**src/source/buf_share_pkg.sv**
```systemverilog
// all widths fixed here; two beats per row and no tag bits, so addresses are plain indices
package buf_share_pkg;

  // memory side beat and array side row
  localparam int MEM_W         = 64;
  localparam int ROW_W         = 128;
  localparam int BEATS_PER_ROW = ROW_W / MEM_W;

  // depth shared by ibuf and obuf
  localparam int ROWS          = 16;
  localparam int ROW_AW        = $clog2(ROWS);

  // beat address is {row, half}, low bit picks the half
  localparam int BEAT_AW       = ROW_AW + $clog2(BEATS_PER_ROW);

  // one row word, seen flat by the array or as beats by the memory side
  // beat[0] is the low half
  typedef union packed {
    logic [ROW_W-1:0]                    row;
    logic [BEATS_PER_ROW-1:0][MEM_W-1:0] beat;
  } ibuf_row_u;

endpackage

```
**src/source/buf_req_if.sv**
```systemverilog
// registered requests of the owning client; every req is a one-cycle strobe, no handshake
`timescale 1ns/1ps

interface buf_req_if
  import buf_share_pkg::*;
  ();

  // ibuf, beat write and row read
  logic               ibuf_wr_req;
  logic [BEAT_AW-1:0] ibuf_wr_addr;
  logic [MEM_W-1:0]   ibuf_wr_data;
  logic               ibuf_rd_req;
  logic [ROW_AW-1:0]  ibuf_rd_addr;

  // obuf, row write and beat read
  logic               obuf_wr_req;
  logic [ROW_AW-1:0]  obuf_wr_addr;
  logic [ROW_W-1:0]   obuf_wr_data;
  logic               obuf_rd_req;
  logic [BEAT_AW-1:0] obuf_rd_addr;

  // 1 while the cnn engine owns the buffers
  logic               owner_cnn;

  modport src (
    output ibuf_wr_req, ibuf_wr_addr, ibuf_wr_data, ibuf_rd_req, ibuf_rd_addr,
    output obuf_wr_req, obuf_wr_addr, obuf_wr_data, obuf_rd_req, obuf_rd_addr,
    output owner_cnn
  );

  modport dst (
    input ibuf_wr_req, ibuf_wr_addr, ibuf_wr_data, ibuf_rd_req, ibuf_rd_addr,
    input obuf_wr_req, obuf_wr_addr, obuf_wr_data, obuf_rd_req, obuf_rd_addr,
    input owner_cnn
  );

endinterface

```
**src/source/rd_data_if.sv**
```systemverilog
// store read returns; each valid is a single-cycle pulse with its data, one cycle after the req
`timescale 1ns/1ps

interface rd_data_if
  import buf_share_pkg::*;
  ();

  logic [ROW_W-1:0] ibuf_rd_data;
  logic             ibuf_rd_valid;
  logic [MEM_W-1:0] obuf_rd_data;
  logic             obuf_rd_valid;

  modport src (
    output ibuf_rd_data, ibuf_rd_valid,
    output obuf_rd_data, obuf_rd_valid
  );

  modport dst (
    input ibuf_rd_data, ibuf_rd_valid,
    input obuf_rd_data, obuf_rd_valid
  );

endinterface

```
**src/source/client_select.sv**
```systemverilog
// cnn_sel is a level sampled each edge; unselected client inputs are dropped, never queued
`timescale 1ns/1ps

module client_select
  import buf_share_pkg::*;
(
  input  logic               clk,
  input  logic               arst_n,
  input  logic               cnn_sel,
  input  logic               cnn_ibuf_wr_req,
  input  logic [BEAT_AW-1:0] cnn_ibuf_wr_addr,
  input  logic [MEM_W-1:0]   cnn_ibuf_wr_data,
  input  logic               cnn_ibuf_rd_req,
  input  logic [ROW_AW-1:0]  cnn_ibuf_rd_addr,
  input  logic               cnn_obuf_wr_req,
  input  logic [ROW_AW-1:0]  cnn_obuf_wr_addr,
  input  logic [ROW_W-1:0]   cnn_obuf_wr_data,
  input  logic               cnn_obuf_rd_req,
  input  logic [BEAT_AW-1:0] cnn_obuf_rd_addr,
  input  logic               lidar_ibuf_wr_req,
  input  logic [BEAT_AW-1:0] lidar_ibuf_wr_addr,
  input  logic [MEM_W-1:0]   lidar_ibuf_wr_data,
  input  logic               lidar_ibuf_rd_req,
  input  logic [ROW_AW-1:0]  lidar_ibuf_rd_addr,
  input  logic               lidar_obuf_wr_req,
  input  logic [ROW_AW-1:0]  lidar_obuf_wr_addr,
  input  logic [ROW_W-1:0]   lidar_obuf_wr_data,
  input  logic               lidar_obuf_rd_req,
  input  logic [BEAT_AW-1:0] lidar_obuf_rd_addr,
  buf_req_if.src             req
);

  // strobes and owner flag
  always_ff @(posedge clk or negedge arst_n) begin
    if (!arst_n) begin
      req.ibuf_wr_req <= 1'b0;
      req.ibuf_rd_req <= 1'b0;
      req.obuf_wr_req <= 1'b0;
      req.obuf_rd_req <= 1'b0;
      req.owner_cnn   <= 1'b1;
    end else begin
      req.ibuf_wr_req <= cnn_sel ? cnn_ibuf_wr_req : lidar_ibuf_wr_req;
      req.ibuf_rd_req <= cnn_sel ? cnn_ibuf_rd_req : lidar_ibuf_rd_req;
      req.obuf_wr_req <= cnn_sel ? cnn_obuf_wr_req : lidar_obuf_wr_req;
      req.obuf_rd_req <= cnn_sel ? cnn_obuf_rd_req : lidar_obuf_rd_req;
      req.owner_cnn   <= cnn_sel;
    end
  end

  // address and data, only meaningful under a strobe
  always_ff @(posedge clk) begin
    req.ibuf_wr_addr <= cnn_sel ? cnn_ibuf_wr_addr : lidar_ibuf_wr_addr;
    req.ibuf_wr_data <= cnn_sel ? cnn_ibuf_wr_data : lidar_ibuf_wr_data;
    req.ibuf_rd_addr <= cnn_sel ? cnn_ibuf_rd_addr : lidar_ibuf_rd_addr;
    req.obuf_wr_addr <= cnn_sel ? cnn_obuf_wr_addr : lidar_obuf_wr_addr;
    req.obuf_wr_data <= cnn_sel ? cnn_obuf_wr_data : lidar_obuf_wr_data;
    req.obuf_rd_addr <= cnn_sel ? cnn_obuf_rd_addr : lidar_obuf_rd_addr;
  end

endmodule

```
**src/source/ibuf_store.sv**
```systemverilog
// RAM contents are not reset; a read colliding with a write to the same row returns old data
`timescale 1ns/1ps

module ibuf_store
  import buf_share_pkg::*;
(
  input  logic   clk,
  input  logic   arst_n,
  buf_req_if.dst req,
  rd_data_if.src rd
);

  ibuf_row_u mem [ROWS];

  logic [ROW_AW-1:0]          wr_row;
  logic [BEAT_AW-ROW_AW-1:0]  wr_half;

  // upper bits pick the row, low bit the half
  assign wr_row  = req.ibuf_wr_addr[BEAT_AW-1:BEAT_AW-ROW_AW];
  assign wr_half = req.ibuf_wr_addr[BEAT_AW-ROW_AW-1:0];

  // beat write leaves the other half untouched
  always_ff @(posedge clk) begin
    if (req.ibuf_wr_req) begin
      mem[wr_row].beat[wr_half] <= req.ibuf_wr_data;
    end
  end

  always_ff @(posedge clk) begin
    if (req.ibuf_rd_req) begin
      rd.ibuf_rd_data <= mem[req.ibuf_rd_addr].row;
    end
  end

  always_ff @(posedge clk or negedge arst_n) begin
    if (!arst_n) begin
      rd.ibuf_rd_valid <= 1'b0;
    end else begin
      rd.ibuf_rd_valid <= req.ibuf_rd_req;
    end
  end

endmodule

```
**src/source/obuf_store.sv**
```systemverilog
// RAM contents are not reset; a read colliding with a write to the same row returns old data
`timescale 1ns/1ps

module obuf_store
  import buf_share_pkg::*;
(
  input  logic   clk,
  input  logic   arst_n,
  buf_req_if.dst req,
  rd_data_if.src rd
);

  ibuf_row_u mem [ROWS];

  logic [ROW_AW-1:0]          rd_row;
  logic [BEAT_AW-ROW_AW-1:0]  rd_half;

  assign rd_row  = req.obuf_rd_addr[BEAT_AW-1:BEAT_AW-ROW_AW];
  assign rd_half = req.obuf_rd_addr[BEAT_AW-ROW_AW-1:0];

  // full accumulated row from the array
  always_ff @(posedge clk) begin
    if (req.obuf_wr_req) begin
      mem[req.obuf_wr_addr].row <= req.obuf_wr_data;
    end
  end

  // narrow readback, half 0 first
  always_ff @(posedge clk) begin
    if (req.obuf_rd_req) begin
      rd.obuf_rd_data <= mem[rd_row].beat[rd_half];
    end
  end

  always_ff @(posedge clk or negedge arst_n) begin
    if (!arst_n) begin
      rd.obuf_rd_valid <= 1'b0;
    end else begin
      rd.obuf_rd_valid <= req.obuf_rd_req;
    end
  end

endmodule

```
**src/source/read_return_router.sv**
```systemverilog
// returns land only at the issuing client; the other client's output holds its last value
`timescale 1ns/1ps

module read_return_router
  import buf_share_pkg::*;
(
  input  logic             clk,
  input  logic             arst_n,
  buf_req_if.dst           req,
  rd_data_if.dst           rd,
  output logic [ROW_W-1:0] cnn_ibuf_rd_data,
  output logic [ROW_W-1:0] lidar_ibuf_rd_data,
  output logic [MEM_W-1:0] cnn_obuf_rd_data,
  output logic [MEM_W-1:0] lidar_obuf_rd_data
);

  // owner of the cycle the store read was performed in
  logic owner_cnn_q;

  always_ff @(posedge clk or negedge arst_n) begin
    if (!arst_n) begin
      owner_cnn_q <= 1'b1;
    end else begin
      owner_cnn_q <= req.owner_cnn;
    end
  end

  always_ff @(posedge clk or negedge arst_n) begin
    if (!arst_n) begin
      cnn_ibuf_rd_data   <= '0;
      lidar_ibuf_rd_data <= '0;
      cnn_obuf_rd_data   <= '0;
      lidar_obuf_rd_data <= '0;
    end else begin
      if (rd.ibuf_rd_valid) begin
        if (owner_cnn_q) begin
          cnn_ibuf_rd_data <= rd.ibuf_rd_data;
        end else begin
          lidar_ibuf_rd_data <= rd.ibuf_rd_data;
        end
      end
      if (rd.obuf_rd_valid) begin
        if (owner_cnn_q) begin
          cnn_obuf_rd_data <= rd.obuf_rd_data;
        end else begin
          lidar_obuf_rd_data <= rd.obuf_rd_data;
        end
      end
    end
  end

endmodule

```
**src/source/buf_share_top.sv**
```systemverilog
// read data appears 2 cycles after the request is sampled; no back-pressure, nothing refused
`timescale 1ns/1ps

module buf_share_top
  import buf_share_pkg::*;
(
  input  logic               clk,
  input  logic               arst_n,
  input  logic               cnn_sel,
  input  logic               cnn_ibuf_wr_req,
  input  logic [BEAT_AW-1:0] cnn_ibuf_wr_addr,
  input  logic [MEM_W-1:0]   cnn_ibuf_wr_data,
  input  logic               cnn_ibuf_rd_req,
  input  logic [ROW_AW-1:0]  cnn_ibuf_rd_addr,
  input  logic               cnn_obuf_wr_req,
  input  logic [ROW_AW-1:0]  cnn_obuf_wr_addr,
  input  logic [ROW_W-1:0]   cnn_obuf_wr_data,
  input  logic               cnn_obuf_rd_req,
  input  logic [BEAT_AW-1:0] cnn_obuf_rd_addr,
  input  logic               lidar_ibuf_wr_req,
  input  logic [BEAT_AW-1:0] lidar_ibuf_wr_addr,
  input  logic [MEM_W-1:0]   lidar_ibuf_wr_data,
  input  logic               lidar_ibuf_rd_req,
  input  logic [ROW_AW-1:0]  lidar_ibuf_rd_addr,
  input  logic               lidar_obuf_wr_req,
  input  logic [ROW_AW-1:0]  lidar_obuf_wr_addr,
  input  logic [ROW_W-1:0]   lidar_obuf_wr_data,
  input  logic               lidar_obuf_rd_req,
  input  logic [BEAT_AW-1:0] lidar_obuf_rd_addr,
  output logic [ROW_W-1:0]   cnn_ibuf_rd_data,
  output logic [ROW_W-1:0]   lidar_ibuf_rd_data,
  output logic [MEM_W-1:0]   cnn_obuf_rd_data,
  output logic [MEM_W-1:0]   lidar_obuf_rd_data
);

  buf_req_if req_bus ();
  rd_data_if rd_bus ();

  // input side
  client_select u_client_select (
    .clk                (clk),
    .arst_n             (arst_n),
    .cnn_sel            (cnn_sel),
    .cnn_ibuf_wr_req    (cnn_ibuf_wr_req),
    .cnn_ibuf_wr_addr   (cnn_ibuf_wr_addr),
    .cnn_ibuf_wr_data   (cnn_ibuf_wr_data),
    .cnn_ibuf_rd_req    (cnn_ibuf_rd_req),
    .cnn_ibuf_rd_addr   (cnn_ibuf_rd_addr),
    .cnn_obuf_wr_req    (cnn_obuf_wr_req),
    .cnn_obuf_wr_addr   (cnn_obuf_wr_addr),
    .cnn_obuf_wr_data   (cnn_obuf_wr_data),
    .cnn_obuf_rd_req    (cnn_obuf_rd_req),
    .cnn_obuf_rd_addr   (cnn_obuf_rd_addr),
    .lidar_ibuf_wr_req  (lidar_ibuf_wr_req),
    .lidar_ibuf_wr_addr (lidar_ibuf_wr_addr),
    .lidar_ibuf_wr_data (lidar_ibuf_wr_data),
    .lidar_ibuf_rd_req  (lidar_ibuf_rd_req),
    .lidar_ibuf_rd_addr (lidar_ibuf_rd_addr),
    .lidar_obuf_wr_req  (lidar_obuf_wr_req),
    .lidar_obuf_wr_addr (lidar_obuf_wr_addr),
    .lidar_obuf_wr_data (lidar_obuf_wr_data),
    .lidar_obuf_rd_req  (lidar_obuf_rd_req),
    .lidar_obuf_rd_addr (lidar_obuf_rd_addr),
    .req                (req_bus)
  );

  // shared stores
  ibuf_store u_ibuf_store (
    .clk    (clk),
    .arst_n (arst_n),
    .req    (req_bus),
    .rd     (rd_bus)
  );

  obuf_store u_obuf_store (
    .clk    (clk),
    .arst_n (arst_n),
    .req    (req_bus),
    .rd     (rd_bus)
  );

  // output side
  read_return_router u_read_return_router (
    .clk                (clk),
    .arst_n             (arst_n),
    .req                (req_bus),
    .rd                 (rd_bus),
    .cnn_ibuf_rd_data   (cnn_ibuf_rd_data),
    .lidar_ibuf_rd_data (lidar_ibuf_rd_data),
    .cnn_obuf_rd_data   (cnn_obuf_rd_data),
    .lidar_obuf_rd_data (lidar_obuf_rd_data)
  );

endmodule

```
**config.mk**
```make
export PLATFORM = sky130hd
export DESIGN_NAME = buf_share_top
export DESIGN_NICKNAME = d
export VERILOG_FILES = /design/src/source/buf_share_pkg.sv /design/src/source/buf_req_if.sv /design/src/source/rd_data_if.sv /design/src/source/client_select.sv /design/src/source/ibuf_store.sv /design/src/source/obuf_store.sv /design/src/source/read_return_router.sv /design/src/source/buf_share_top.sv
export SDC_FILE = /design/constraint.sdc
export NUM_CORES = 2
export LEC_CHECK = 0
export BUFFER_PORTS_ARGS = -buffer_cell sky130_fd_sc_hd__clkbuf_2
export CAP_MARGIN = 20
export CORE_ASPECT_RATIO = 0.6
export CORE_MARGIN = 1.5
export CORE_UTILIZATION = 50
export CTS_CLUSTER_SIZE = 28
export DETAILED_ROUTE_END_ITERATION = 8
export GPL_ROUTABILITY_DRIVEN = 0
export PLACE_DENSITY = 0.67
export SLEW_MARGIN = 20
export SYNTH_ARGS = -nofsm -noshare
export SYNTH_HDL_FRONTEND = slang
export SYNTH_SLANG_ARGS = --single-unit
```
**constraint.sdc**
```tcl
create_clock -name clk -period 31.1 [get_ports clk]
set_input_delay 3.11 -clock clk [delete_from_list [all_inputs] [get_ports clk]]
set_output_delay 3.11 -clock clk [all_outputs]
set_load 0.05 [all_outputs]
```
==> out/results.txt <==
Die Y: 470 um
P per Cell Area: 70.6 mW/mm2
row count: 171
DRC Markers: 0
largest net degree at the start of global routing: 150
vias in the first global route: 89400
area of the multi-input gates: 0.0374 mm2
status: finished clean
RSZ-0062 raised after global routing: no
fillers: 26100
final clock skew: 0.0649 ns
cell mode on critical path: buf_4
CP top delay family: buffers and inverters
post-route minimum period: 6.51 ns
Num Clock Sinks: 4890
Max clock buf depth: 4
Final Cell Area: 0.206 mm2
FF+latch count, synth: 4890
DP Area: 0.192 mm2
buffer count from post-CTS setup fixing: 0
CTS Hold Bufs: 0
DPL Wire Length: 245000 um
first-pass GRT wire length: 639000 um
Crit path largest cell delay: 0.87 ns
fin crit share: 20.9%
leakage power: 69.1 nW
initial antenna violation count: 16
initial DRC count: 10700
Slowest cell on crit path: buf_4
CTS resizes: 0
overall global routing resource usage: 23.9%
Synth area leader: edfxtp_1
top-count cell post-synth: edfxtp_1
f_max: 154 MHz
sequential-to-total area share from yosys stat: 78.5%
Crit Path Max Fanout: 48
drt first pass iters: 6
Die Wd: 782 um
Syn. warnings: 0
H-Tree Depth: 5
die area: 0.367 mm2
cells after synthesis: 8211
initial core utilization: 50.3%
Core Area: 0.362 mm2
CTS Root Cell: clkbuf_16
NumNets Final: 9651
post-route worst setup slack: 24.59 ns
unique cell type count in the Yosys netlist: 32
Yosys top cell area share: 70.8%
critical path capture point type: register
Syn Area/Cell: 22.1 um2
hold crit path type: reg2reg
Routed Antenna Nets: 0
largest cells by area after synthesis: edfxtp_1, mux4_2, dfrtp_1
Clock Latency Late Sink: 0.95 ns
Slew HR: 22.8%
critical path required time: 31.76 ns
final hold vios: 0
startpoint class of the critical path: register
Peak VDD IR: 54.6 uV
crit-path cells: buf_4 -> buf_4 -> buf_4 -> buf_4 -> buf_4 -> mux4_2 -> mux4_2
routed via count: 88700
ys flop type: edfxtp_1
Vias/cell: 6.15
CTS tree: built
number of buffers and inverters on the critical path: 5
most instantiated cells after synthesis: edfxtp_1, mux4_2, mux2_2
average wire per cell in the routed design: 31.0 um
Cell Area, Synth: 0.182 mm2
share of cells above drive strength 1: 33.3%
Clk pin slew, worst setup/hold paths: 0.07 ns
worst slack at placement: 24.27 ns
Reg area: 0.143 mm2
crit path DAT: 7.18 ns
I/O pin total: 815
Post-synth EDFFs: 4288
MaxCap Viol Count: 0
endpoints failing setup: 0
grt total ovfl: 0
syn_nets: 8642
Slew Limit Fails: 0
total wire length: 447000 um
CTS Buf Count: 429
CP Class: reg2reg
Synth-to-Final Area Change: 13.3%
number of buffers added on ports: 814
Post-synth ARST share: 8.02%
slew at the pin with the worst max-slew slack: 1.15 ns
Final TNS setup: 0 ns
==> sequential cells by signal, summed over array words and instances, names as in the netlist, 4 cells and up <==
signal / cells
req_bus.obuf_rd_addr: 4
u_client_select.req.ibuf_rd_addr: 4
u_client_select.req.ibuf_wr_addr: 5
u_client_select.req.ibuf_wr_data: 64
u_client_select.req.obuf_wr_addr: 4
u_client_select.req.obuf_wr_data: 128
u_ibuf_store.mem: 2048
u_ibuf_store.rd.ibuf_rd_data: 128
u_obuf_store.mem: 2048
u_obuf_store.rd.obuf_rd_data: 64
u_read_return_router.cnn_ibuf_rd_data: 128
u_read_return_router.cnn_obuf_rd_data: 64
u_read_return_router.lidar_ibuf_rd_data: 128
u_read_return_router.lidar_obuf_rd_data: 64
==> path summary, 6_finish.rpt <==
kind | from | slack (ns) | endpoint | cells past startpoint
setup / recovery | u_client_select.req.ibuf_rd_addr[0]$_DFF_P_ | 24.59 | u_ibuf_store.rd.ibuf_rd_data[37]$_DFFE_PP_ | 7
hold / removal | u_client_select.req.owner_cnn$_DFF_PN1_ | 0.36 | u_read_return_router.owner_cnn_q$_DFF_PN1_ | 0
setup reg to reg | u_client_select.req.ibuf_rd_addr[0]$_DFF_P_ | 24.59 | u_ibuf_store.rd.ibuf_rd_data[37]$_DFFE_PP_ | 7
hold reg to reg | u_client_select.req.owner_cnn$_DFF_PN1_ | 0.36 | u_read_return_router.owner_cnn_q$_DFF_PN1_ | 0
max in group asynchronous | arst_n | 26.39 | u_read_return_router.cnn_ibuf_rd_data[40]$_DFFE_PN0P_ | 4
min in group asynchronous | arst_n | 2.06 | u_read_return_router.cnn_obuf_rd_data[48]$_DFFE_PN0P_ | 1
==> routing by layer <==
metal | routed length [um] | share of wire, % | global-route usage, % | up-vias
met5 | 0 | 0 | 0 | -
met4 | 8420 | 1.9 | 4.79 | 0
met3 | 38000 | 8.5 | 3.77 | 529
met2 | 208000 | 47 | 37.2 | 4195
met1 | 192000 | 43 | 36.4 | 47900
li1 | - | - | - | 36100
==> through the flow <==
stage	std cells	util [%]	total power [mW]	hold WS (ns)
4_1_cts	14400	56.9	14.6	0.363
6_report	14400	56.9	14.6	0.364
3_5_place_dp	13600	53.1	9.42	0.349
3_3_place_gp	13600	53.1	9.37	0.347
5_1_grt	14400	56.9	15.0	0.374
2_1_floorplan	8211	-	8.87	0.345
==> logic make-up after synthesis <==
group / synth area share [%]
AO/OA/AOI/OAI: 2.05
AND/OR/NAND/NOR: 1.07
buffers and inverters: 1.14
flip-flops: 78.5
multiplexers: 17.2
==> layout by cell type, fill, tap and decap left out, types with 6 or more instances in the layout <==
cell	n
a211oi_1	58
a21oi_1	58
a22o_1	16
a22oi_1	364
a31oi_1	16
and2_1	8
buf_12	13
buf_4	194
bufinv_16	30
clkbuf_1	102
clkbuf_16	437
clkbuf_2	818
clkbuf_8	30
clkinv_1	73
clkinv_16	6
clkinv_2	74
clkinvlp_4	14
dfrtp_1	388
dfxtp_1	163
dfxtp_2	40
dfxtp_4	7
edfxtp_1	4288
mux2_2	598
mux2i_1	570
mux4_2	838
nand2b_1	7
nand3_1	127
nand4_1	53
nor2_1	7
nor2_4	38
nor2b_1	70
nor2b_4	7
nor3_2	13
==> area by class of cell <==
type                            count  share of cell area [%]
Clock buffer                      577                    5.72
Sequential cell                  4890                    69.3
Multi-Input combinational cell   2878                    18.2
Timing Repair Buffer             1021                    2.82
Antenna cell                        5                 0.00607
Clock inverter                    215                    1.01
Tap cell                         4844                    2.94
==> power by group <==
group / switching (mW) / internal (mW)
Combinational: 0.962 / 0.494
Sequential: 0.296 / 7.52
Clock: 2.36 / 2.92
No activity file was read; power rests on OpenSTA's default activity.
